[src/common/pcie_app_defines.svh]
`ifndef PCIE_APP_DEFINES_SVH
`define PCIE_APP_DEFINES_SVH

// TLP beat geometry
`define TLP_DW          4
`define TLP_W           128

// BAR hit vector from the core, one-hot
`define BAR_W           6
`define BAR1_BIT        1
`define BAR3_BIT        3

// Bus and device number from config space
`define BUSDEV_W        13

// BAR3 RAM size in dword address bits
`define MEM_AW          8
// Completion queue entries per target, power of two
`define CPL_Q_DEPTH     2

// Start counter top bit sets after 2**START_DLY_W cycles
`define START_DLY_W     4
`define RUN_DLY         23

// Header fmt and type codes
`define FMT_3DW_NODATA  3'b000
`define FMT_3DW_DATA    3'b010
`define TYP_MEM         5'b00000
`define TYP_CPL         5'b01010

// BAR1 register map, dword offsets
`define APP_ID          32'h5043_4941
`define REG_ID          0
`define REG_SCRATCH     1
`define REG_STATUS      2

`endif

[src/hdl/start_delay_ctrl.sv]
`timescale 1ns/100ps
`include "pcie_app_defines.svh"

module start_delay_ctrl (
    input  logic        cfg_clk,
    input  logic        rstn,
    input  logic        link_up_i,
    output logic        tlp_rstn_o,
    output logic [2:0]  led_o
);

    logic [`START_DLY_W:0]  st_cnt;
    logic [`RUN_DLY:0]      run_cnt;
    logic                   started;
    logic                   link_r;

    // Top bit set means the TLP logic may run
    assign started = st_cnt[`START_DLY_W];

    // Counts up once, then holds
    always_ff @(posedge cfg_clk or negedge rstn) begin
        if (!rstn) begin
            st_cnt <= '0;
        end else if (!started) begin
            st_cnt <= st_cnt + 1'b1;
        end
    end

    // Free running, only for the blink
    always_ff @(posedge cfg_clk or negedge rstn) begin
        if (!rstn) begin
            run_cnt <= '0;
        end else begin
            run_cnt <= run_cnt + 1'b1;
        end
    end

    // Link status into cfg_clk
    always_ff @(posedge cfg_clk or negedge rstn) begin
        if (!rstn) begin
            link_r <= 1'b0;
        end else begin
            link_r <= link_up_i;
        end
    end

    assign tlp_rstn_o = started;

    // Run blink, waiting for start, link down
    assign led_o[0] = run_cnt[`RUN_DLY];
    assign led_o[1] = ~started;
    assign led_o[2] = ~link_r;

    // Once released the TLP reset stays released until rstn drops
    a_tlp_rstn_hold: assert property (@(posedge cfg_clk) disable iff (!rstn)
        tlp_rstn_o |=> tlp_rstn_o);

endmodule

[config.mk]
export PLATFORM = sky130hd
export DESIGN_NAME = start_delay_ctrl
export DESIGN_NICKNAME = d
export VERILOG_FILES = /design/src/hdl/start_delay_ctrl.sv
export VERILOG_INCLUDE_DIRS = /design/src /design/src/common
export SDC_FILE = /design/constraint.sdc
export NUM_CORES = 1
export LEC_CHECK = 0
export BUFFER_PORTS_ARGS = -buffer_cell sky130_fd_sc_hd__buf_2
export CAP_MARGIN = 20
export CORE_MARGIN = 4
export CORE_UTILIZATION = 30
export DETAILED_ROUTE_END_ITERATION = 6
export GPL_TIMING_DRIVEN = 0
export HOLD_SLACK_MARGIN = 0.08
export SETUP_SLACK_MARGIN = 0.4
export SKIP_CTS_REPAIR_TIMING = 1
export SLEW_MARGIN = 30
export SYNTH_ARGS = -nofsm -noshare
export SYNTH_HDL_FRONTEND = slang
export SYNTH_SLANG_ARGS = --single-unit
[constraint.sdc]
create_clock -name cfg_clk -period 2.5 [get_ports cfg_clk]
set_clock_uncertainty 0.15 [all_clocks]
set_input_delay 0.25 -clock cfg_clk [delete_from_list [all_inputs] [get_ports cfg_clk]]
set_output_delay 0.25 -clock cfg_clk [all_outputs]
set_load 0.01 [all_outputs]
* Word level (Yosys, flattened, before mapping) *
Cells that the tools add are included.

operators by class
  add/sub/neg operators = 2
  multiplexer cells = 1
  bitwise gates (word level) = 2

operators by type and width
  kind                     count
  $add A24 B1 Y24 const B  1
  $add A5 B1 Y5 const B    1
  $mux W5                  1
  $not A1 Y1               2

storage, ports and cells
  logic and storage cells = 9
  bits in registers = 30
  input bits = 3

* Longest topological paths before layout *
  depth in word-level cells = 2
  depth in mapped cells = 5
  mapped depth without buffers = 5

* Worst setup path before layout *
Ideal clock, no wire load.

  path type = reg-to-reg
  start = register run_cnt[0]
  end = register run_cnt[22]
  setup time = 123 ps
  arrival = 1223 ps
  buffers on the path = 0
  required time = 2227 ps
  cell stages (with the launch flop) = 6
  slack = 1005 ps
  clock period less this slack = 1495 ps
  path through = dfrtp_1 -> ha_1 -> nand4_1 -> nor3_2 -> nand4_1 -> xnor2_1

on the way
  longest elaborated chain between the ends = 1

RTL lines
  item                    line                    text
  start, declared         start_delay_ctrl.sv:13  logic [`RUN_DLY:0] run_cnt;
  start signal, assigned  start_delay_ctrl.sv:34  run_cnt <= run_cnt + 1'b1;
  $add A24 B1 Y24         start_delay_ctrl.sv:34

No other way between the ends.
A chain may end at the register's enable or synchronous reset.

* Final worst setup path *
Ends and elaborated chain as after synthesis.

==> impl_metrics.yaml <==
worst_setup_path:
  crit_type: "flip-flop to flip-flop"
  regToRegEndpoint: "run_cnt[22]"
  slowest_stage: "dfrtp_1"
  rrSetupSlack_ps: 810
  critPathBufInv: 0
  path_cells: "ha_1 -> nand4_1 -> nor3_2 -> nand4_1 -> xnor2_1"
  startpoint_type: "flip-flop"
  r2r_cells: 5
  required_ps: 2520
  cp-end-kind: "flip-flop"
  reg2reg_from: "run_cnt[0]"
  crit_fanout: 4
  crit_end: "run_cnt[22]"
  cp.depth: 5
  arrival_ps: 1710
  cp_common_cell: "nand4_1"
  cp_top_family: "simple AND/OR/NAND/NOR gates"
  max_stage_delay_ps: 380
  startpoint: "run_cnt[0]"
detailed_routing:
  drc: 0
  vias: 777
  firstDrtPassIters: 4
  drtIter0Drc: 15
  routed_wl_um: 2042
  antenna_left: 0
  vias_per_cell: 4.517
  wl_per_cell_um: 11.87
timing:
  setup_viol: 0
  hold_viol: 0
  drv_slew: 0
  max_freq_mhz: 590.8
  period_needed_ps: 1693
  fin_crit_sh: 0.6770
  rsz0062_at_grt: "false"
  fin_setup_tns_ps: 0
  fin_ws_ps: 807.5
  slew_headroom: 0.5642
  tightest_slew_ps: 653.8
final_layout:
  nFillCells: 419
  area.sequential_um2: 750.7
  nets: 126
  area_growth_pct: 15.63
  layout_commonest_cell: "dfrtp_1"
  final_cell_mix: "dfrtp_1 (30), xnor2_1 (19), nand3_1 (12)"
  final_area_um2: 1509
  layout-drive-gt1-share: 0.1967
  multi_input_area_um2: 515.5
  diodes: 0
cts:
  cts_tree: "built"
  clkTransAtPathRegs_ps: 60
  cts_buffers: 5
  h-tree-depth: 2
  clock_latency_ps: 280
  cts_buffer_depth: 2
  clock_sinks: 30
  cts_root_buf: "clkbuf_8"
floorplanning:
  core_area_um2: 4115
  ioPinCount: 7
  die_x_um: 73.96
  die_h_um: 73.96
  rows: 23
  dieArea_um2: 5469
  start_util: 0.3171
yosys:
  ys_seq_elements: 30
  ys_seq_area_frac: 0.5753
  synthCells: 106
  synth.avg_cell_area_um2: 12.31
  yosysWarningCount: 0
  netlist_area_um2: 1305
  synth.net_count: 111
  synth_cell_types: 21
hold_path:
  min_from: "run_cnt[0]"
  hold_path.class: "flip-flop to flip-flop"
job:
  drv_cap: 0
global_routing:
  overflow: 0
  antenna_found_initial: 0
  grt_pass1_vias: 794
  grt_start_max_net_pins: 31
  grt_pass1_wl_um: 3712
  grtUsageTotal: 0.09417
pwr:
  cellLeakagePower_uw: 0.0007217
  ir_worst_vdd_mv: 0.3920
  power.density_nw_per_um2: 594.4
place:
  place_area_um2: 1398
  place_hpwl_um: 1421
  finalWeightedCongestion: 0.7684
  port_buffers: 6
  dp_slack_ps: 791.3
status:
  status: "finished, final reports clean"
logic make-up (layout without fill, tap and decap cells):
kind of cell	after synthesis	after routing	share of synthesized area
DFF	30	30	0.5753
and+or+nand+nor	40	40	0.1937
xor gates and xnor gates	25	25	0.1735
adders and majority gates	2	2	0.01917
muxes	1	1	0.008628
buffers and inverters	8	24	0.02972
per-stage QoR:
stage	power, uW	hold WS [ps]	utilization	cells
finish	896.9	322.9	0.3667	172
global route	940.8	335.6	0.3667	172
CTS	911.7	-129.4	0.3618	170
detailed placement	508.2	171.9	0.3396	162
global placement	507.8	162.6	0.3396	162
floorplan	496.3	-195.6	-	106
state kept, by name (all words and copies together), names as in the netlist:
| register | cells |
|---|---|
| run_cnt | 24 |
| st_cnt | 5 |
| link_r | 1 |
metal layers:
metal / up-vias / wire, um / track usage
met3: 2 / 84 / 0.05270
met5: - / 0 / 0
met2: 11 / 949 / 0.1329
met1: 384 / 973 / 0.1149
li1: 380 / - / -
met4: 0 / 34 / 0.04829
cells in the mapped netlist:
library cell | n | share of area
nand2_1 | 7 | 0.020
mux2_2 | 1 | 0.0086
nor3_2 | 1 | 0.0077
nand4_4 | 1 | 0.016
nor2_1 | 3 | 0.0086
and2_1 | 2 | 0.0096
dfrtp_1 | 30 | 0.58
ha_1 | 2 | 0.019
nand3_2 | 2 | 0.015
buf_2 | 1 | 0.0038
xnor2_1 | 19 | 0.13
nor4_2 | 1 | 0.0096
xor2_1 | 5 | 0.034
nand3_1 | 12 | 0.046
nor2_2 | 1 | 0.0048
inv_1 | 5 | 0.014
nand4_1 | 5 | 0.024
buf_4 | 2 | 0.012
and4_1 | 4 | 0.027
xnor2_2 | 1 | 0.012
and3_1 | 1 | 0.0048
worst min-delay path by stage:
stage | to | slack (ps) | cells past startpoint
global placement | run_cnt[19] | 160 | 1
CTS | link_r | -130 | 1
floorplan | link_r | -200 | 0
finish | run_cnt[0] | 320 | 1
detailed placement | run_cnt[19] | 170 | 1
global route | run_cnt[22] | 340 | 1
power by group:
part	switching [uW]	internal (uW)	total, uW
sequential	0.171	486	487
clock	175	222	396
combinational	10.3	3.78	14.1
total	185	712	897
cell type report:
class                      instances  share of cell area
clock buffer                       7             0.05721
sequential                        30              0.4975
multi-input combinational         68              0.3416
clock inverter                     1            0.003317
tap                               50             0.04146
timing repair buffer               8             0.03317
buffer                             3             0.01327
inverter                           5             0.01244
Note: power is estimated with default switching activity, not from simulation.
