<file path="src/common/pcie_app_defines.svh">
`ifndef PCIE_APP_DEFINES_SVH
`define PCIE_APP_DEFINES_SVH

// TLP beat geometry
`define TLP_DW          4
`define TLP_W           128

// BAR hit vector from the core, one-hot
`define BAR_W           6
`define BAR1_BIT        1
`define BAR3_BIT        3

// Bus and device number from config space
`define BUSDEV_W        13

// BAR3 RAM size in dword address bits
`define MEM_AW          8
// Completion queue entries per target, power of two
`define CPL_Q_DEPTH     2

// Start counter top bit sets after 2**START_DLY_W cycles
`define START_DLY_W     4
`define RUN_DLY         23

// Header fmt and type codes
`define FMT_3DW_NODATA  3'b000
`define FMT_3DW_DATA    3'b010
`define TYP_MEM         5'b00000
`define TYP_CPL         5'b01010

// BAR1 register map, dword offsets
`define APP_ID          32'h5043_4941
`define REG_ID          0
`define REG_SCRATCH     1
`define REG_STATUS      2

`endif

</file>
<file path="src/common/pcie_app_pkg.sv">
`include "pcie_app_defines.svh"

package pcie_app_pkg;

    // One TLP beat, dword 0 in the low bits
    typedef struct packed {
        logic                   sop;
        logic                   eop;
        logic [`TLP_DW-1:0]     valid;
        logic [`TLP_W-1:0]      data;
    } tlp_beat_t;

    // Decoded one-dword memory request
    typedef struct packed {
        logic                   valid;
        logic                   wr;
        logic [`MEM_AW-1:0]     addr;
        logic [15:0]            req_id;
        logic [7:0]             tag;
        logic [6:0]             lower_addr;
        logic [31:0]            data;
    } tlp_req_t;

    // Queued completion, enough to rebuild the CplD header
    typedef struct packed {
        logic [15:0]            req_id;
        logic [7:0]             tag;
        logic [6:0]             lower_addr;
        logic [31:0]            data;
    } cpl_info_t;

    // One-dword CplD in a single beat
    function automatic tlp_beat_t build_cpl_beat(
        input cpl_info_t             info,
        input logic [`BUSDEV_W-1:0]  busdev
    );
        tlp_beat_t beat;
        beat.sop   = 1'b1;
        beat.eop   = 1'b1;
        beat.valid = {`TLP_DW{1'b1}};
        // Fmt, type, no TC or attributes, length 1
        beat.data[31:0]   = {`FMT_3DW_DATA, `TYP_CPL, 8'h00, 6'h00, 10'd1};
        // Completer ID is bus/device with function 0
        // Status successful, byte count 4
        beat.data[63:32]  = {busdev, 3'b000, 3'b000, 1'b0, 12'd4};
        beat.data[95:64]  = {info.req_id, info.tag, 1'b0, info.lower_addr};
        beat.data[127:96] = info.data;
        return beat;
    endfunction

endpackage

</file>
<file path="src/rx/tlp_bar_demux.sv">
`timescale 1ns/100ps
`include "pcie_app_defines.svh"

module tlp_bar_demux import pcie_app_pkg::*; (
    input  logic                cfg_clk,
    input  logic                rstn,
    input  tlp_beat_t           beat_i,
    input  logic [`BAR_W-1:0]   bardec_i,
    output tlp_beat_t           reg_beat_o,
    output tlp_beat_t           mem_beat_o
);

    logic   hit_reg;
    logic   hit_mem;

    // Single-beat TLPs only, so the sop beat is the whole packet
    assign hit_reg = beat_i.sop && bardec_i[`BAR1_BIT];
    assign hit_mem = beat_i.sop && bardec_i[`BAR3_BIT];

    // Register and steer; an idle output is all zero
    always_ff @(posedge cfg_clk or negedge rstn) begin
        if (!rstn) begin
            reg_beat_o <= '0;
            mem_beat_o <= '0;
        end else begin
            reg_beat_o <= hit_reg ? beat_i : '0;
            mem_beat_o <= hit_mem ? beat_i : '0;
        end
    end

    // Core marks at most one BAR per packet
    a_bar_onehot: assert property (@(posedge cfg_clk) disable iff (!rstn)
        beat_i.sop |-> $onehot0(bardec_i));

endmodule

</file>
<file path="config.mk">
export PLATFORM = sky130hd
export DESIGN_NAME = tlp_bar_demux
export DESIGN_NICKNAME = d
export VERILOG_FILES = /design/src/common/pcie_app_pkg.sv /design/src/rx/tlp_bar_demux.sv
export VERILOG_INCLUDE_DIRS = /design/src /design/src/common
export SDC_FILE = /design/constraint.sdc
export NUM_CORES = 1
export LEC_CHECK = 0
export ABC_AREA = 1
export BUFFER_PORTS_ARGS = -buffer_cell sky130_fd_sc_hd__buf_2
export CAP_MARGIN = 30
export CORE_AREA = 2 2 160 162
export CTS_CLUSTER_SIZE = 24
export DETAILED_ROUTE_END_ITERATION = 8
export DIE_AREA = 0 0 162 164
export SLEW_MARGIN = 20
export SYNTH_ARGS = -nofsm -noshare
export SYNTH_HDL_FRONTEND = slang
export SYNTH_SLANG_ARGS = --single-unit
</file>
<file path="constraint.sdc">
create_clock -name cfg_clk -period 0.8 [get_ports cfg_clk]
set_clock_uncertainty 0.2 [all_clocks]
set_input_delay 0.16 -clock cfg_clk [delete_from_list [all_inputs] [get_ports cfg_clk]]
set_output_delay 0.16 -clock cfg_clk [all_outputs]
set_load 0.05 [all_outputs]
</file>
* Word level (Yosys, flattened, before mapping)
Index checks and enable logic that the tools add are counted.
Storage, ports and cells: word-level logic and storage cells 12, RAM bits 0, input bits 142, bits in registers 268, latch bits 0, output and inout port bits 268, ROM bits 0, memories kept 0
Operators by class: multiplexer cells 2, add/sub/neg operators 0, div/mod/pow operators 0, $mul 0, bitwise gates (word level) 0, shifts and indexed selects 0, equal/unequal tests 0, reductions and logical operators 2, $lt $le $gt $ge 0
Operators by type and width (count):
- 134-bit 2-to-1 mux | 2
- 1-bit logical AND | 2

* Longest topological paths before layout
depth after elaboration 2, mapped depth 4, mapped depth without buffers 2

* Worst setup path after synthesis
OpenSTA, ideal clock, no wires.
path type register to output, start point register mem_beat_o[0] (netlist name), end point output mem_beat_o[0] (netlist name), data required time 0.440 ns, path buffers 0, stages on the path, launching flop included 1, arrival 0.586 ns, setup slack -0.146 ns, path through dfrtp_1
RTL lines:
- start: declaration | line tlp_bar_demux.sv:10 | output tlp_beat_t mem_beat_o
- start signal: assignment | line tlp_bar_demux.sv:27 | mem_beat_o <= hit_mem ? beat_i : '0;
No word-level cell between the ends.

* Worst setup path after layout
start point register mem_beat_o[13] (netlist name), end point output mem_beat_o[13] (netlist name)
No word-level cell between the ends.

==> flow_summary.ini <==
[synthesis]
yosysTopAreaCell = dfrtp_1
ys_seq_area_frac = 0.7955
yosysTopAreaCellShare = 0.7955
synth-edff-count = 0
synth_warnings = 0
yosysUniqueCellTypes = 8
synth_seq_cells = 268
synth_commonest_cells = dfrtp_1, nor2_1, inv_1
synth.most_common_cell = dfrtp_1
synthArstFlopShare = 1.000
ys.flop_type = dfrtp_1
netlist_instances = 699
syn_nets = 841
netlist_area_sq_mm = 0.008431
syn_avg_cell_area_sq_um = 12.06
yosys-top-cells-area = dfrtp_1, nor2_1, inv_1, buf_6, clkbuf_1

[final_layout]
fin_cells = 1630
drive_gt1_frac = 0.5858
fill_cells = 1749
multi_input_area_sq_mm = 0.001039
synthToLayoutAreaGrowth_pct = 83.85
ff_latch_area_sq_mm = 0.007042
fin_nets = 1423

[placement]
port-buffer-count = 405
dp_hpwl_um = 17350
place_ws_ns = -0.3653
place_inst = 1448
gp_congestion = 0.8008

[setup_path]
cp-end-kind = output port
crit_family = flip-flops
startpoint = mem_beat_o[13]
crit_path_start_kind = register
worstPathRequired_ns = 0.44
worstPathMaxFanout = 1
crit_arrival_ns = 1.10
path_buf_inv = 1
slowest_delay_ns = 0.42
critPathKind = reg -> out
crit_chain = buf_6
critPathSlowestCell = dfrtp_2

[run_status]
violations = negative hold slack, negative setup slack
outcome = finished with violations

[pwr]
power-per-cell-area_mw_per_mm2 = 2098
p_leak_nw = 7.965
ir_drop_v = 0.001826

[timing]
finalCriticalPeriod_ns = 1.463
timing.final.hold_violations = 59
setup_violations = 524
worst_hold_slack_ns = -0.1780
finalCritPeriodShare = 1.829
layout_setup_ws_ns = -0.6629
slew_viol_final = 0
fmax_ghz = 0.6836
max_slew_margin = 0.6585
worst_pin_slew_ns = 0.5106
rsz0062_at_grt = true

[grt]
grt_overflow = 0
grt_max_degree = 64
track_usage = 0.2007
grt_antenna_before_repair = 1
grt_pass1_vias = 7611
grt_first_pass_wirelength_um = 41200

[die]
die-area_sq_mm = 0.02657
die_h_um = 164
fp-row-count = 58
start_util = 0.3397
die_w_um = 162
pin_count = 410
fp.coreArea_sq_mm = 0.02482

[clock_tree]
clk_pin_slew_ns = 0.06
htree_levels = 1
clock-sinks = 268
numCtsBuffers = 27
cts_tree = built
ctsRootBufferMaster = clkbuf_16
clockBufferDepth = 3

[routing]
drt-initial-drc-count = 324
drcViolationCount = 0
routed_wl_um = 26990
wl_per_cell_um = 16.56
vias = 6838
dr.pass1.iters = 4
ant_nets = 0
viasPerCell = 4.195

[hold_path]
min_to = reg_beat_o[66]
hp-class = in -> reg
min_from = bardec_i[1]
hold_depth = 3

[run]
maxCapViolCount = 0
==> cell usage in the layout (no fill, tap or decap) <==
| master | n |
|---|---|
| bufinv_16 | 3 |
| clkbuf_8 | 6 |
| buf_4 | 28 |
| clkinv_2 | 4 |
| buf_6 | 262 |
| buf_2 | 136 |
| diode_2 | 1 |
| inv_1 | 132 |
| clkbuf_16 | 27 |
| dlygate4sd3_1 | 134 |
| nor2_1 | 266 |
| nand2_8 | 2 |
| buf_12 | 20 |
| buf_8 | 1 |
| inv_2 | 3 |
| clkbuf_1 | 6 |
| inv_6 | 1 |
| dfrtp_2 | 268 |
==> sequential cells by signal (all words and copies together) (netlist names) <==
| register | count |
|---|---|
| mem_beat_o | 134 |
| reg_beat_o | 134 |
==> layer usage <==
metal | GRT usage | up-vias | part of all wire
li1 | - | 3123 | -
met1 | 0.2152 | 3338 | 0.35
met2 | 0.3698 | 329 | 0.52
met3 | 0.06970 | 48 | 0.098
met4 | 0.06557 | 0 | 0.028
met5 | 0 | - | 0
==> where the power goes <==
group	leakage (nW)	internal, mW	switching (mW)	total (mW)
logic	4.32	2.08	3.30	5.38
registers	3.20	14.2	0.277	14.4
clock network	0.446	7.69	5.01	12.7
==> area by class of cell <==
cell class | instances | area share
clock buffers | 39 | 0.05037
flip-flops and latches | 268 | 0.4543
clock inverters | 8 | 0.007669
diodes | 1 | 0.0001614
multi-input cells | 268 | 0.06700
well taps | 330 | 0.02664
repair buffers | 581 | 0.3612
inverters | 135 | 0.03269
==> through the flow <==
| step | area (sq um) | power [mW] | hold slack (ns) | setup TNS, ns | utilization |
|---|---|---|---|---|---|
| final | 15500 | 32.52 | -0.1780 | -216.55 | 0.6245 |
| after detailed placement | 11620 | 18.74 | -0.2343 | -108.35 | 0.4681 |
| after global routing | 15500 | 33.78 | -0.1988 | -247.41 | 0.6245 |
| after CTS | 15500 | 32.76 | -0.1995 | -234.21 | 0.6244 |
| after floorplan | 8813 | 17.09 | -0.3356 | -20.43 | - |
| after global placement | 11620 | 18.70 | -0.2373 | -103.56 | 0.4681 |
==> cell families after synthesis <==
logic type             count (synthesis)  share of synthesized area
flip-flops                           268                     0.7955
buffers and inverters                163                    0.08459
AND/OR/NAND/NOR                      268                     0.1199
==> repair_timing <==
item                                   4_1_cts  5_1_grt
gates resized for setup                    524        1
buffers inserted                             0        0
hold buffers                               134        1
setup endpoints to repair                  268      535
endpoints found under the hold margin      536      334
==> how the worst max path moves through the flow <==
stage	end	slack, ns	cells after the start
6_report	mem_beat_o[13]	-0.66	1
5_1_grt	reg_beat_o[63]	-0.70	1
3_3_place_gp	reg_beat_o[108]	-0.35	4
2_1_floorplan	mem_beat_o[10]	-0.08	3
4_1_cts	reg_beat_o[63]	-0.70	1
3_5_place_dp	reg_beat_o[108]	-0.37	4
Note: power is estimated with default switching activity, not from simulation.
