File: config.mk
export PLATFORM = sky130hd
export DESIGN_NAME = bar_reg_target
export DESIGN_NICKNAME = d
export VERILOG_FILES = /design/src/common/pcie_app_pkg.sv /design/src/bar/bar_reg_target.sv
export VERILOG_INCLUDE_DIRS = /design/src /design/src/common
export SDC_FILE = /design/constraint.sdc
export NUM_CORES = 1
export LEC_CHECK = 0
export ABC_AREA = 1
export BUFFER_PORTS_ARGS = -buffer_cell sky130_fd_sc_hd__buf_2
export CORE_MARGIN = 2
export CORE_UTILIZATION = 55
export DETAILED_ROUTE_END_ITERATION = 10
export HOLD_SLACK_MARGIN = 0.08
export PLACE_DENSITY = 0.83
export SYNTH_ARGS = -nofsm -noshare
export SYNTH_HDL_FRONTEND = slang
export SYNTH_SLANG_ARGS = --single-unit
File: constraint.sdc
create_clock -name cfg_clk -period 9 [get_ports cfg_clk]
set_input_delay 0.45 -clock cfg_clk [delete_from_list [all_inputs] [get_ports cfg_clk]]
set_output_delay 0.45 -clock cfg_clk [all_outputs]
set_load 0.01 [all_outputs]
File: src/common/pcie_app_defines.svh
`ifndef PCIE_APP_DEFINES_SVH
`define PCIE_APP_DEFINES_SVH

// TLP beat geometry
`define TLP_DW          4
`define TLP_W           128

// BAR hit vector from the core, one-hot
`define BAR_W           6
`define BAR1_BIT        1
`define BAR3_BIT        3

// Bus and device number from config space
`define BUSDEV_W        13

// BAR3 RAM size in dword address bits
`define MEM_AW          8
// Completion queue entries per target, power of two
`define CPL_Q_DEPTH     2

// Start counter top bit sets after 2**START_DLY_W cycles
`define START_DLY_W     4
`define RUN_DLY         23

// Header fmt and type codes
`define FMT_3DW_NODATA  3'b000
`define FMT_3DW_DATA    3'b010
`define TYP_MEM         5'b00000
`define TYP_CPL         5'b01010

// BAR1 register map, dword offsets
`define APP_ID          32'h5043_4941
`define REG_ID          0
`define REG_SCRATCH     1
`define REG_STATUS      2

`endif

File: src/common/pcie_app_pkg.sv
`include "pcie_app_defines.svh"

package pcie_app_pkg;

    // One TLP beat, dword 0 in the low bits
    typedef struct packed {
        logic                   sop;
        logic                   eop;
        logic [`TLP_DW-1:0]     valid;
        logic [`TLP_W-1:0]      data;
    } tlp_beat_t;

    // Decoded one-dword memory request
    typedef struct packed {
        logic                   valid;
        logic                   wr;
        logic [`MEM_AW-1:0]     addr;
        logic [15:0]            req_id;
        logic [7:0]             tag;
        logic [6:0]             lower_addr;
        logic [31:0]            data;
    } tlp_req_t;

    // Queued completion, enough to rebuild the CplD header
    typedef struct packed {
        logic [15:0]            req_id;
        logic [7:0]             tag;
        logic [6:0]             lower_addr;
        logic [31:0]            data;
    } cpl_info_t;

    // One-dword CplD in a single beat
    function automatic tlp_beat_t build_cpl_beat(
        input cpl_info_t             info,
        input logic [`BUSDEV_W-1:0]  busdev
    );
        tlp_beat_t beat;
        beat.sop   = 1'b1;
        beat.eop   = 1'b1;
        beat.valid = {`TLP_DW{1'b1}};
        // Fmt, type, no TC or attributes, length 1
        beat.data[31:0]   = {`FMT_3DW_DATA, `TYP_CPL, 8'h00, 6'h00, 10'd1};
        // Completer ID is bus/device with function 0
        // Status successful, byte count 4
        beat.data[63:32]  = {busdev, 3'b000, 3'b000, 1'b0, 12'd4};
        beat.data[95:64]  = {info.req_id, info.tag, 1'b0, info.lower_addr};
        beat.data[127:96] = info.data;
        return beat;
    endfunction

endpackage

File: src/bar/bar_reg_target.sv
`timescale 1ns/100ps
`include "pcie_app_defines.svh"

module bar_reg_target import pcie_app_pkg::*; (
    input  logic                    cfg_clk,
    input  logic                    rstn,
    input  tlp_req_t                req_i,
    input  logic [`BUSDEV_W-1:0]    busdev_i,
    input  logic                    link_up_i,
    output logic                    cpl_req_o,
    output tlp_beat_t               cpl_beat_o,
    input  logic                    cpl_grant_i
);

    localparam int QW = $clog2(`CPL_Q_DEPTH);

    logic [31:0]    scratch_q;
    logic [31:0]    reg_rdata;

    logic           rd_pend;
    cpl_info_t      rd_info;

    cpl_info_t      q_mem [`CPL_Q_DEPTH];
    logic [QW-1:0]  wr_ptr;
    logic [QW-1:0]  rd_ptr;
    logic [QW:0]    q_cnt;
    logic           q_full;
    logic           q_empty;
    logic           push;
    logic           pop;

    // Read map; unmapped offsets return zero
    always_comb begin
        case (req_i.addr)
            `REG_ID:      reg_rdata = `APP_ID;
            `REG_SCRATCH: reg_rdata = scratch_q;
            `REG_STATUS:  reg_rdata = {31'd0, link_up_i};
            default:      reg_rdata = '0;
        endcase
    end

    // Only scratch is writable
    always_ff @(posedge cfg_clk or negedge rstn) begin
        if (!rstn) begin
            scratch_q <= '0;
            rd_pend   <= 1'b0;
        end else begin
            if (req_i.valid && req_i.wr && (req_i.addr == `REG_SCRATCH)) begin
                scratch_q <= req_i.data;
            end
            rd_pend <= req_i.valid && !req_i.wr;
        end
    end

    always_ff @(posedge cfg_clk) begin
        rd_info.req_id     <= req_i.req_id;
        rd_info.tag        <= req_i.tag;
        rd_info.lower_addr <= req_i.lower_addr;
        rd_info.data       <= reg_rdata;
    end

    assign q_full  = (q_cnt == (QW+1)'(`CPL_Q_DEPTH));
    assign q_empty = (q_cnt == '0);
    assign push    = rd_pend && !q_full;
    assign pop     = cpl_grant_i && !q_empty;

    always_ff @(posedge cfg_clk) begin
        if (push) begin
            q_mem[wr_ptr] <= rd_info;
        end
    end

    always_ff @(posedge cfg_clk or negedge rstn) begin
        if (!rstn) begin
            wr_ptr <= '0;
            rd_ptr <= '0;
            q_cnt  <= '0;
        end else begin
            if (push) begin
                wr_ptr <= wr_ptr + 1'b1;
            end
            if (pop) begin
                rd_ptr <= rd_ptr + 1'b1;
            end
            case ({push, pop})
                2'b10:   q_cnt <= q_cnt + 1'b1;
                2'b01:   q_cnt <= q_cnt - 1'b1;
                default: q_cnt <= q_cnt;
            endcase
        end
    end

    assign cpl_req_o  = !q_empty;
    assign cpl_beat_o = build_cpl_beat(q_mem[rd_ptr], busdev_i);

    // Read overflow is a host protocol error
    a_no_push_full: assert property (@(posedge cfg_clk) disable iff (!rstn)
        !(rd_pend && q_full));

    a_grant_req: assert property (@(posedge cfg_clk) disable iff (!rstn)
        cpl_grant_i |-> cpl_req_o);

endmodule

Yosys cells after proc, flatten, opt, wreduce, memory -nomap -nowiden

Memories as Yosys holds them, arrays and structs flattened.
Cells that the tools add are included.

Bits of input ports: 90
Output and inout port bits: 135
Bits in writable memories: 126
Memories: 1
Word-level logic and storage cells: 34
Bits in registers: 100

Add/sub/neg operators: 4
Mux-type cells: 4
Equal/unequal tests: 5
Reductions and logical operators: 11

Memory list:

| name  | words | width | rd ports | clocked after Yosys merged registers in | wr ports | RTL line             | RTL |
|---|---|---|---|---|---|---|---|
| q_mem | 2     | 63    | 1        | 0                                       | 1        | bar_reg_target.sv:23 | `` cpl_info_t q_mem [`CPL_Q_DEPTH]; `` |

Operators by type and width:

| kind                                                                  | number |
|---|---|
| 32-bit case mux with 3 select lines                                   | 1 |
| 8-bit by 1-bit equality test with 1-bit output, second input constant | 1 |
| 8-bit by 2-bit equality test with 1-bit output, second input constant | 1 |
| 8-bit logical NOT                                                     | 1 |
| 1-bit logical AND                                                     | 5 |
| 2-bit equality test, second input constant                            | 2 |
| 2-bit case mux with 2 select lines                                    | 1 |
| 1-bit logical NOT                                                     | 3 |
| 1-bit adder, second input constant                                    | 2 |
| 2-bit by 1-bit adder with 2-bit output, second input constant         | 1 |
| 2-bit by 1-bit equality test with 1-bit output, second input constant | 1 |
| 2-bit logical NOT                                                     | 1 |
| 1-bit 2-to-1 mux                                                      | 2 |
| 2-bit nonzero test                                                    | 1 |
| 2-bit by 1-bit subtractor with 2-bit output, second input constant    | 1 |

Depth between registers and ports, before layout

Depth in word-level cells: 5
Mapped depth: 7

Worst setup path before layout

OpenSTA, ideal clock, no wires.

Path type: register to register
From: register q_cnt[1]
To: memory q_mem[0][0] in the netlist's numbering, enable pin
Setup time: 0.484 ns
Clock period less this slack: 3.680 ns
Data arrival time: 3.195 ns
Setup slack: 5.320 ns
Stages on the path, launching flop included: 4
Cell sequence: dfrtp_1 -> inv_1 -> o21ai_1 -> nor2_1

Longest elaborated chain between the ends: 5

RTL lines:

| item                                   | RTL line             | RTL |
|---|---|---|
| start, declared                        | bar_reg_target.sv:26 | `logic [QW:0] q_cnt;` |
| start signal, assigned                 | bar_reg_target.sv:86 | `2'b10: q_cnt <= q_cnt + 1'b1;` |
| start signal, assigned                 | bar_reg_target.sv:87 | `2'b01: q_cnt <= q_cnt - 1'b1;` |
| start signal, assigned                 | bar_reg_target.sv:88 | `default: q_cnt <= q_cnt;` |
| 2-bit equality test                    | bar_reg_target.sv:62 | `` assign q_full = (q_cnt == (QW+1)'(`CPL_Q_DEPTH)); `` |
| 1-bit logical NOT                      | bar_reg_target.sv:64 | `assign push = rd_pend && !q_full;` |
| 1-bit logical AND                      | bar_reg_target.sv:64 |  |
| 1-bit 2-to-1 mux                       | bar_reg_target.sv:68 | `if (push) begin` |
| 1-bit 2-to-1 mux (implied by the code) | bar_reg_target.sv:69 | `q_mem[wr_ptr] <= rd_info;` |
| end, declared                          | bar_reg_target.sv:23 |  |

No other way between the ends.

==> run metrics <==
status complete, no violations; share of cells above drive strength 1 23.73%; total grt overflow 0; total global-route track usage 17.91%; cts repair resizes 0; Final Hold Viols 0; CTS H-tree depth 1; pin count of the biggest net entering global routing 65; Final Skew about 6.7 ps; Inst Count DP 1002; fmax ~330 MHz; gate count of the mapped netlist slightly above 700; Peak VDD IR ~0.13 mV; startpoint type of the worst setup path register; Filler cells around 1100; Critical Path AT 2560 ps; period utilization 33.45%; Final min period 3010 ps; DRT iter0 DRCs 321; kind of critical path reg -> out; Clock transition at path regs 60 ps; Avg Cell Area, Syn 11.64 um2; register area share after synthesis 71.82%; area post-placement between 0.008 and 0.009 mm2; max-slew headroom at the worst pin 23.63%; DRT Pass-1 Iters 4; initial antenna violation count 0; Starting Density 56.77%; DR vias 4876; warnings from Yosys 0; mapped cell area 0.008313 mm2; vias in the first global route roughly 4800; fin area 0.009822 mm2; EDFF count, synth 126; NumNets Final about 960; Hold Path Class in -> async; share of the synthesized area in the top cell type 45.51%; synth-to-layout area growth 18.15%; first-pass GRT wire length between 20 and 25 mm; antenna viol nets, final 0; most frequent cells in the layout 277 x nand2_1, 140 x buf_2, 126 x edfxtp_1, 63 x dfxtp_1, 58 x conb_1; clk_lat worst skew roughly 480 ps; CTS Buf Count 22; # Post-CTS Setup Buffers 0; Wirelength per Cell 13.61 um; Main synth FF type edfxtp_1; final setup fails 0; Pwr Total around 2700 uW; asr flop ratio synth roughly 16%; cell taking the most area after synthesis edfxtp_1; slowest CP cell inv_2; Yosys cell types 25; Slew Limit Fails 0; # rows 44; Clock Path Buffers 3; CP cell instances buf_4 > inv_2 > nand2_1 > nand2_1 > buf_2; Crit Path Max Fanout 64; most common cell after layout, fill and taps aside nand2_1; CP required 8550 ps; # hold bufs at CTS 26; Cell Count, Final, Fillers Out approximately 1100; DIE AREA approximately 0.016 mm2; WL final between 10 and 15 mm; P per Cell Area 272.6 mW/mm2; flops & latches, synth 226; Core ar. 0.01464 mm2; RePlAce Congestion 0.7635; total negative slack 0 ps; Pleak 0.004494 uW; clock sinks 226; Top cell by count, worst path nand2_1; CP max stage delay 930 ps; Die Wd 126.9 um; synth top area cells edfxtp_1 46%, dfxtp_1 15%, nand2_1 13%, dfrtp_1 11%, buf_4 6.4%; cell family with most CP delay buffers and inverters; n_diodes 0; worst slew pin tran 1144 ps; CTS root buf clkbuf_16; HPWL Detailed 8.919 mm; Util after Layout ~67%; TritonCTS clock tree yes; unrepaired setup endpoints after global routing false; DRC Markers 0; crit path buf inv count 3; Ports 225; critical path capture point type output pin; mean number of vias per cell 4.544; number of port buffers between 100 and 150; Die H 126.9 um; MaxCap Viol Count 0
## flip-flops by register name, summed over array words and instances, names as in the netlist
register and count:
q_mem 126, scratch_q 32, rd_info 63, wr_ptr 1
rd_ptr 1, q_cnt 2, rd_pend 1
## routing by layer
layer  vias up  wire length, um  global-route usage (%)
met5         -                0                       0
met4         0              177                   4.331
met3        19             1073                   3.458
met2       180             7182                   31.82
met1      2210             6169                   22.87
li1       2467                -                       -
## cell families after synthesis
kind of cell | share of synthesized area (%)
and+or+nand+nor | 17.31
adders and majority gates | 0.1505
AOI/OAI and AO/OA | 0.1203
DFF | 71.82
buffers and inverters | 10.08
xor gates and xnor gates | 0.4215
other | 0.09034
## cell type report
| type | instances | area [um2] | share of cell area, % |
|---|---|---|---|
| Tap cell | 184 | 230.2 | 2.344 |
| Multi-Input combinational cell | 414 | 1729 | 17.61 |
| Inverter | 34 | 130.1 | 1.325 |
| Clock buffer | 32 | 649.4 | 6.611 |
| Sequential cell | 226 | 5972 | 60.80 |
| Clock inverter | 8 | 70.07 | 0.7134 |
| Timing Repair Buffer | 175 | 1041 | 10.60 |
## stage by stage
stage                     hold slack (ps)  setup WS (ps)
after global routing                116.4           5753
after global placement              404.0           6519
final                               68.03           5990
after CTS                           80.51           5937
after floorplan                     154.4           5320
after detailed placement            411.7           6464
## cell usage after synthesis, types with 3 or more instances
cell / instances
nand2_1: 277
xor2_1: 3
buf_1: 3
nor2_1: 10
nand3_1: 35
inv_1: 31
buf_2: 11
nor2_2: 21
edfxtp_1: 126
dfrtp_1: 37
buf_4: 71
buf_6: 9
dfxtp_1: 63
## path summary, 6_finish.rpt
kind | depth (start not counted) | to | from | slack [ps]
min in group cfg_clk | 2 | rd_pend | req_i[71] | 130
max reg2reg | 4 | q_mem[1][30] | q_cnt[1] | 6650
min reg2reg | 0 | q_mem[0][10] | rd_info[10] | 420
max | 5 | cpl_beat_o[125] | rd_ptr | 5990
min | 1 | scratch_q[25] | rstn | 70
max in group asynchronous | 1 | rd_ptr | rstn | 8320
## worst register-to-register path: stages (launching register included)
cell	delay, ps
dfrtp_1	390
inv_1	100
o21ai_1	210
nor2_4	660
buf_4	600
## power breakdown
part           switching (uW)  total, uW  internal, uW
Clock                     351        881           530
Sequential               29.6       1220          1190
Combinational             380        574           194
Total                     760       2680          1920
(Power assumes the default switching activity.)
