===== config.mk =====
export PLATFORM = sky130hd
export DESIGN_NAME = tlp_hdr_dec
export DESIGN_NICKNAME = d
export VERILOG_FILES = /design/src/common/pcie_app_pkg.sv /design/src/rx/tlp_hdr_dec.sv
export VERILOG_INCLUDE_DIRS = /design/src /design/src/common
export SDC_FILE = /design/constraint.sdc
export NUM_CORES = 1
export LEC_CHECK = 0
export ABC_CLOCK_PERIOD_IN_PS = 800
export BUFFER_PORTS_ARGS = -buffer_cell sky130_fd_sc_hd__buf_2
export CORE_UTILIZATION = 29
export CTS_BUF_LIST = sky130_fd_sc_hd__clkbuf_4 sky130_fd_sc_hd__clkbuf_8 sky130_fd_sc_hd__clkbuf_16
export CTS_CLUSTER_SIZE = 40
export DETAILED_ROUTE_END_ITERATION = 10
export GPL_ROUTABILITY_DRIVEN = 1
export PLACE_DENSITY = 0.72
export SLEW_MARGIN = 25
export SYNTH_ARGS = -nofsm -noshare
export SYNTH_HDL_FRONTEND = slang
export SYNTH_SLANG_ARGS = --single-unit

===== constraint.sdc =====
create_clock -name cfg_clk -period 0.8 [get_ports cfg_clk]
set_clock_uncertainty 0.1 [all_clocks]
set_input_delay 0.12 -clock cfg_clk [delete_from_list [all_inputs] [get_ports cfg_clk]]
set_output_delay 0.12 -clock cfg_clk [all_outputs]
set_load 0.1 [all_outputs]

===== src/common/pcie_app_defines.svh =====
`ifndef PCIE_APP_DEFINES_SVH
`define PCIE_APP_DEFINES_SVH

// TLP beat geometry
`define TLP_DW          4
`define TLP_W           128

// BAR hit vector from the core, one-hot
`define BAR_W           6
`define BAR1_BIT        1
`define BAR3_BIT        3

// Bus and device number from config space
`define BUSDEV_W        13

// BAR3 RAM size in dword address bits
`define MEM_AW          8
// Completion queue entries per target, power of two
`define CPL_Q_DEPTH     2

// Start counter top bit sets after 2**START_DLY_W cycles
`define START_DLY_W     4
`define RUN_DLY         23

// Header fmt and type codes
`define FMT_3DW_NODATA  3'b000
`define FMT_3DW_DATA    3'b010
`define TYP_MEM         5'b00000
`define TYP_CPL         5'b01010

// BAR1 register map, dword offsets
`define APP_ID          32'h5043_4941
`define REG_ID          0
`define REG_SCRATCH     1
`define REG_STATUS      2

`endif


===== src/common/pcie_app_pkg.sv =====
`include "pcie_app_defines.svh"

package pcie_app_pkg;

    // One TLP beat, dword 0 in the low bits
    typedef struct packed {
        logic                   sop;
        logic                   eop;
        logic [`TLP_DW-1:0]     valid;
        logic [`TLP_W-1:0]      data;
    } tlp_beat_t;

    // Decoded one-dword memory request
    typedef struct packed {
        logic                   valid;
        logic                   wr;
        logic [`MEM_AW-1:0]     addr;
        logic [15:0]            req_id;
        logic [7:0]             tag;
        logic [6:0]             lower_addr;
        logic [31:0]            data;
    } tlp_req_t;

    // Queued completion, enough to rebuild the CplD header
    typedef struct packed {
        logic [15:0]            req_id;
        logic [7:0]             tag;
        logic [6:0]             lower_addr;
        logic [31:0]            data;
    } cpl_info_t;

    // One-dword CplD in a single beat
    function automatic tlp_beat_t build_cpl_beat(
        input cpl_info_t             info,
        input logic [`BUSDEV_W-1:0]  busdev
    );
        tlp_beat_t beat;
        beat.sop   = 1'b1;
        beat.eop   = 1'b1;
        beat.valid = {`TLP_DW{1'b1}};
        // Fmt, type, no TC or attributes, length 1
        beat.data[31:0]   = {`FMT_3DW_DATA, `TYP_CPL, 8'h00, 6'h00, 10'd1};
        // Completer ID is bus/device with function 0
        // Status successful, byte count 4
        beat.data[63:32]  = {busdev, 3'b000, 3'b000, 1'b0, 12'd4};
        beat.data[95:64]  = {info.req_id, info.tag, 1'b0, info.lower_addr};
        beat.data[127:96] = info.data;
        return beat;
    endfunction

endpackage


===== src/rx/tlp_hdr_dec.sv =====
`timescale 1ns/100ps
`include "pcie_app_defines.svh"

module tlp_hdr_dec import pcie_app_pkg::*; (
    input  logic        cfg_clk,
    input  logic        rstn,
    input  tlp_beat_t   beat_i,
    output tlp_req_t    req_o
);

    logic [31:0]    hdr0;
    logic [31:0]    hdr1;
    logic [31:0]    hdr2;
    logic [31:0]    pld;
    logic [2:0]     fmt;
    logic [4:0]     typ;
    logic           one_dw;
    logic           mem_rd;
    logic           mem_wr;

    // 3DW header in dwords 0 to 2, write data in dword 3
    assign hdr0 = beat_i.data[31:0];
    assign hdr1 = beat_i.data[63:32];
    assign hdr2 = beat_i.data[95:64];
    assign pld  = beat_i.data[127:96];

    assign fmt = hdr0[31:29];
    assign typ = hdr0[28:24];

    // Whole packet in one beat, length field 1
    assign one_dw = beat_i.sop && beat_i.eop && (hdr0[9:0] == 10'd1);

    // Read carries three header dwords
    assign mem_rd = (fmt == `FMT_3DW_NODATA) && (typ == `TYP_MEM)
                    && (beat_i.valid[2:0] == 3'b111);
    // Write also needs the data dword
    assign mem_wr = (fmt == `FMT_3DW_DATA) && (typ == `TYP_MEM)
                    && (beat_i.valid == {`TLP_DW{1'b1}});

    always_ff @(posedge cfg_clk or negedge rstn) begin
        if (!rstn) begin
            req_o <= '0;
        end else begin
            // Anything else is dropped here
            req_o.valid      <= one_dw && (mem_rd || mem_wr);
            req_o.wr         <= mem_wr;
            req_o.addr       <= hdr2[`MEM_AW+1:2];
            req_o.req_id     <= hdr1[31:16];
            req_o.tag        <= hdr1[15:8];
            // Dword aligned, byte offset zero
            req_o.lower_addr <= {hdr2[6:2], 2'b00};
            req_o.data       <= pld;
        end
    end

endmodule


# Word-level counts from Yosys, hierarchy flattened
# Cells that the tools add are included.
# word_totals
output_inout_bits	73
ff_bits	71
wordCells	21
# classes
n_eq_ne	4
n_reduce_logical	10
# ops
operator	n
10-bit by 1-bit == test with 1-bit output, second input constant	1
1-bit logical AND	7
5-bit logical NOT	1
4-bit == test, second input constant	1
3-bit by 2-bit == test with 1-bit output, second input constant	1
3-bit == test, second input constant	1
3-bit logical NOT	1
1-bit logical OR	1

# Longest topological paths before layout
# Gate-level depths: netlist of the first run.
# logic_depth
depth_word	5
depth_mapped	3
mapped_depth_nobuf	3

# Least setup slack after synthesis of the first run
# OpenSTA, ideal clock, no wires.
# synth_timing
path_type	register -> output
startpoint	reg req_o[63] (netlist bit)
endpoint	out req_o[63] (netlist bit)
t_required_ns	0.580
n_path_buf	1
arrival_time_ns	1.324
stages_incl_launch_ff	2
path_slack_ns	-0.744
path_cell_list	dfrtp_1 > buf_4
# synth_lines
item	line	rtl
from (decl)	tlp_hdr_dec.sv:8	output tlp_req_t req_o
# No word-level cell between the ends.

# Final worst setup path of the first run
# layout_timing
startpoint	reg req_o[9] (netlist bit)
endpoint	out req_o[9] (netlist bit)
# No word-level cell between the ends.

==> results.cfg, run 1 <==
[status]
status = complete, but fails checks
violations = hold timing, setup timing

[finish]
largest_register_ffs = 66
multi_input_area_um2 = 95.1
fin_cells = 397
num-nets-final = 453
fin_area_um2 = 4840
n_antenna_cell = 0
final.fill_count = 289
top_register = req_o
reg.largest.list = req_o (66)
areaGrowthSynthToFinish_pct = 171
ff_latch_area_um2 = 1900
drive_gt1_share_pct = 76.1

[cts]
cts_tree = built
clockBufferDepth = 2
cts_root_buf = clkbuf_8
htreeDepth = 3
post_cts_buffers = 0
cts_buffers = 9
clock-sinks = 66
postCtsHoldBufs = 66
cts.reportedPaths.clkPinSlew_ps = 80

[placement]
dp_hpwl_mm = 4.11
postPlaceCellArea_um2 = 3990
io_buffers = 160
dpl.cell_count = 315
gp_congestion = 0.809

[yosys]
synth_area_per_cell_um2 = 21.3
synth_area_um2 = 1790
synthArstFlopShare_pct = 100
yosysUniqueCellTypes = 13
synth_top_area_share_pct = 92.2
synth_edf_count = 0
yosys.area.top_type = dfrtp_1
ys_top_cells_by_area = dfrtp_1 (92%), buf_4 (2.9%), nor4_2 (0.70%), nand4bb_1 (0.63%), or4_4 (0.63%)
netlist_instances = 84
synthTopCellsByCount = dfrtp_1 (66), buf_4 (7)
ys_warn_count = 0
yosysMostFrequentCell = dfrtp_1
ys_seq_area_share_pct = 92.2
synth-seq-cells = 66
ys.flop_type = dfrtp_1

[min_path]
hold_end = req_o[71]
hold_path.class = in2reg
min_from = beat_i[131]
whs_path_depth = 2

[global_route]
grt_usage_pct = 21.2
overflow = 0
grt_pass1_wl_mm = 9.45
grt_max_degree = 36
grt_antenna_before_repair = 0
grt_pass1_vias = 1847

[worst_setup_path]
crit_chain = buf_12
crit_family = flip-flops
critPathMaxStageDelay_ps = 500
arrival_ps = 1020
path_buf_inv = 1
slowest_stage = dfrtp_4
critical_path_required_ps = 580
cp_max_fo = 1
cp-start-kind = flop
cp-end-kind = output pin
path_class = reg2out

[pwr]
power_density_nw_per_um2 = 1850
ir_worst_vdd_mv = 1.49
leakage_nw = 2.15

[sta]
fin_crit_sh_pct = 155
setup_viol = 73
setup_tns_ps = -29560
final_max_slew_viol_count = 0
fmax_mhz = 804
holdWs_ps = -31.4
worst_slack_ps = -443
period_minus_slack_ps = 1240
hold_violations = 1
rsz0062_at_grt = yes

[die]
io_pins = 209
die_area_um2 = 6490
die_height_um = 80.6
initial_core_util_pct = 30.2
die_x_um = 80.6
core_um2 = 5920
row_count = 28

[job]
drv_cap = 0

[drt]
firstDrtPassIters = 4
num_vias = 1643
ant_nets = 0
drt-wirelength-per-cell_um = 16.4
first_iter_violations = 80
vias_per_cell = 4.14
routed_wl_mm = 6.50
remaining_drc_errors = 0
-- per-stage QoR --
stage	power (mW)	utilization, %	setup WS (ps)
4_1_cts	9.01	81.7	-453
6_report	8.98	81.8	-443
2_1_floorplan	5.19	-	-328
3_5_place_dp	6.32	67.3	-516
5_1_grt	9.28	81.8	-469
3_3_place_gp	6.28	67.3	-445
-- how the worst max path moves through the flow --
stage	startpoint	end	slack (ps)	depth (start not counted)
finish	req_o[9]	req_o[9]	-440	1
detailed placement	beat_i[25]	req_o[72]	-520	4
global placement	beat_i[25]	req_o[72]	-440	4
CTS	req_o[64]	req_o[35]	-450	1
global route	req_o[9]	req_o[9]	-470	1
floorplan	beat_i[25]	req_o[72]	-330	3
-- cell families (layout without fill, tap and decap cells) --
kind of cell	Yosys count	in the layout	share of synthesized area (%)
flops	66	66	92.2
simple gates	8	8	4.12
other cells	1	2	0.209
compound gates	1	1	0.279
buf+inv	8	245	3.14
-- power breakdown --
part	internal (mW)	switching (mW)
combinational	1.08	1.67
sequential	3.61	0.157
clock	1.23	1.24
-- cell type report --
| class | instances | area share, % |
|---|---|---|
| flip-flops and latches | 66 | 39.1 |
| clock buffers | 11 | 3.00 |
| multi-input cells | 11 | 1.96 |
| inverters | 1 | 0.0775 |
| well taps | 75 | 1.94 |
| clock inverters | 5 | 0.620 |
| repair buffers | 228 | 53.3 |
-- placed cells by master, fill, tap and decap left out --
cell           synthesis  routed
buf_2                  0      87
buf_12                 0      73
dlygate4sd3_1          0      66
dfrtp_4                0      65
clkbuf_8               0      10
clkinv_2               0       3
conb_1                 1       2
clkinvlp_4             0       2
buf_6                  0       2
nand4b_1               1       1
or4_4                  1       1
nor4_4                 0       1
and3_1                 1       1
inv_1                  1       1
nand4bb_1              1       1
a21oi_1                1       1
nor4b_1                1       1
nor4_1                 1       1
and4_1                 1       1
clkbuf_4               0       1
dfrtp_1               66       1
-- per-layer routing --
metal | global-route usage (%) | share of wire, % | wire (um)
met2 | 42.9 | 60 | 3870
met4 | 7.50 | 1.1 | 74
met5 | 0 | 0 | 0
met3 | 8.30 | 10 | 679
met1 | 18.1 | 29 | 1880
-- repair_timing --
item | CTS | global route
setup endpoints to repair | 73 | 73
gates resized for setup | 2 | 1
pin swaps | 1 | 1
hold endpoints to repair | 131 | 1
No activity file was read; power rests on OpenSTA's default activity.
==> inputs of run 2 (changes only) <==
--- a/config.mk
+++ b/config.mk
@@ -6,14 +6,16 @@
 export SDC_FILE = /design/constraint.sdc
 export NUM_CORES = 1
 export LEC_CHECK = 0
+export ABC_AREA = 1
 export ABC_CLOCK_PERIOD_IN_PS = 800
 export BUFFER_PORTS_ARGS = -buffer_cell sky130_fd_sc_hd__buf_2
-export CORE_UTILIZATION = 29
+export CORE_AREA = 2 2 81 83
 export CTS_BUF_LIST = sky130_fd_sc_hd__clkbuf_4 sky130_fd_sc_hd__clkbuf_8 sky130_fd_sc_hd__clkbuf_16
 export CTS_CLUSTER_SIZE = 40
 export DETAILED_ROUTE_END_ITERATION = 10
+export DIE_AREA = 0 0 83 85
 export GPL_ROUTABILITY_DRIVEN = 1
-export PLACE_DENSITY = 0.72
+export PLACE_DENSITY = 0.73
 export SLEW_MARGIN = 25
 export SYNTH_ARGS = -nofsm -noshare
 export SYNTH_HDL_FRONTEND = slang
==> results.cfg, run 2 <==
[worst_setup_path]
path_class = reg2out
crit_family = flip-flops
cp-start-kind = flop
path_buf_inv = 1
setup.worst_path.end = req_o[66]
critical_path_required_ps = 580
crit_start = req_o[66]
cp_max_fo = 2
cp-end-kind = output pin
worst-path-stages = 1
arrival_ps = 1010
crit_chain = buf_12
critPathMaxStageDelay_ps = 510
slowest_stage = dfrtp_4

[placement]
dpl.cell_count = 334
gp_congestion = 0.793
postPlaceCellArea_um2 = 4020
dp_slack_ps = -84.8
io_buffers = 160
dp_hpwl_mm = 4.12

[die]
row_count = 29
die_area_um2 = 7060
io_pins = 209
core_um2 = 6200
initial_core_util_pct = 29.3
die_height_um = 85
die_x_um = 83

[global_route]
overflow = 0
grt_antenna_before_repair = 0
grt_pass1_vias = 1896
grt_pass1_wl_mm = 9.95
grt_max_degree = 34
grt_usage_pct = 19.3

[sta]
holdWs_ps = -46.8
worst_slack_ps = -430
hold_violations = 2
setup_tns_ps = -28780
fin_crit_sh_pct = 154
setup_viol = 71
period_minus_slack_ps = 1230
rsz0062_at_grt = yes
fmax_mhz = 813
final_max_slew_viol_count = 0

[status]
status = complete, but fails checks
violations = hold timing, setup timing

[pwr]
power_density_nw_per_um2 = 1850
ir_worst_vdd_mv = 1.42
total_power_mw = 8.96
leakage_nw = 2.17

[cts]
clockBufferDepth = 2
postCtsHoldBufs = 66
cts_buffers = 9
clock-sinks = 66
post_cts_buffers = 0
cts.reportedPaths.clkPinSlew_ps = 60
cts_tree = built
cts_root_buf = clkbuf_8
htreeDepth = 3

[drt]
routed_wl_mm = 6.42
vias_per_cell = 4.05
ant_nets = 0
first_iter_violations = 24
drt-wirelength-per-cell_um = 15.5
num_vias = 1676
firstDrtPassIters = 3
remaining_drc_errors = 0

[yosys]
synth-seq-cells = 66
netlist_instances = 101
ys_seq_area_share_pct = 90.8
ys_warn_count = 0
synth_top_area_share_pct = 90.8
yosysUniqueCellTypes = 9
yosysMostFrequentCell = dfrtp_1
synth_area_um2 = 1820
ys.flop_type = dfrtp_1
synth_edf_count = 0
synthTopCellsByCount = dfrtp_1 (66), nor2_1 (11), nand2_1 (9)
ys_top_cells_by_area = dfrtp_1 (91%), buf_4 (2.9%), nor2_1 (2.3%), nand2_1 (1.9%), nor2_2 (0.69%)
yosys.area.top_type = dfrtp_1
synth_area_per_cell_um2 = 18.0
synthArstFlopShare_pct = 100

[finish]
final_common_cell = buf_2
finish.utilization_pct = 78.1
fin_cells = 414
areaGrowthSynthToFinish_pct = 166
top_register = req_o
mostFrequentLayoutCells = buf_2 (89), buf_12 (73), dfrtp_4 (66)
largest_register_ffs = 66
reg.largest.list = req_o (66)
drive_gt1_share_pct = 72.7
final.fill_count = 341
num-nets-final = 469
fin_area_um2 = 4840
n_antenna_cell = 0

[min_path]
hold_path.class = in2reg
min_from = beat_i[30]

[job]
drv_cap = 0
-- run 2: worst min-delay path by stage --
stage | slack, ps | cells after the start | end
finish | -50 | 3 | req_o[71]
CTS | -80 | 4 | req_o[71]
global route | -40 | 3 | req_o[71]
detailed placement | 60 | 2 | req_o[9]
global placement | 40 | 2 | req_o[49]
floorplan | -280 | 0 | req_o[0]
-- run 2: layout make-up --
cell class,instances,area [um2],share of cell area (%)
Timing Repair Buffer,227,2560,52.8
Sequential cell,66,1900,39.2
Clock buffer,12,159,3.28
Multi-Input combinational cell,26,106,2.20
Tap cell,77,96.3,1.99
Clock inverter,3,15.0,0.310
Inverter,3,11.3,0.232
-- run 2: report_power, final --
group          switching, mW  internal, mW
Combinational           1.67          1.08
Sequential             0.154          3.61
Clock                   1.15          1.30
-- run 2: routing by layer --
layer / vias up / share of wire (%) / track usage [%]
met5: - / 0 / 0
met4: 0 / 2.4 / 9.84
met3: 15 / 7.1 / 5.25
met1: 784 / 33 / 18.9
met2: 115 / 57 / 36.9
li1: 762 / - / -
-- run 2: what timing repair did --
item                                    4_1_cts  5_1_grt
gates resized for setup                       0        0
pin swaps                                     0        1
endpoints found under the setup margin       71       72
endpoints found under the hold margin       132        2
-- run 2: kinds of logic after synthesis --
| kind of cell | after synthesis | share of synthesized area (%) |
|---|---|---|
| other | 1 | 0.206 |
| DFF | 66 | 90.8 |
| and+or+nand+nor | 24 | 5.44 |
| buffers and inverters | 10 | 3.51 |
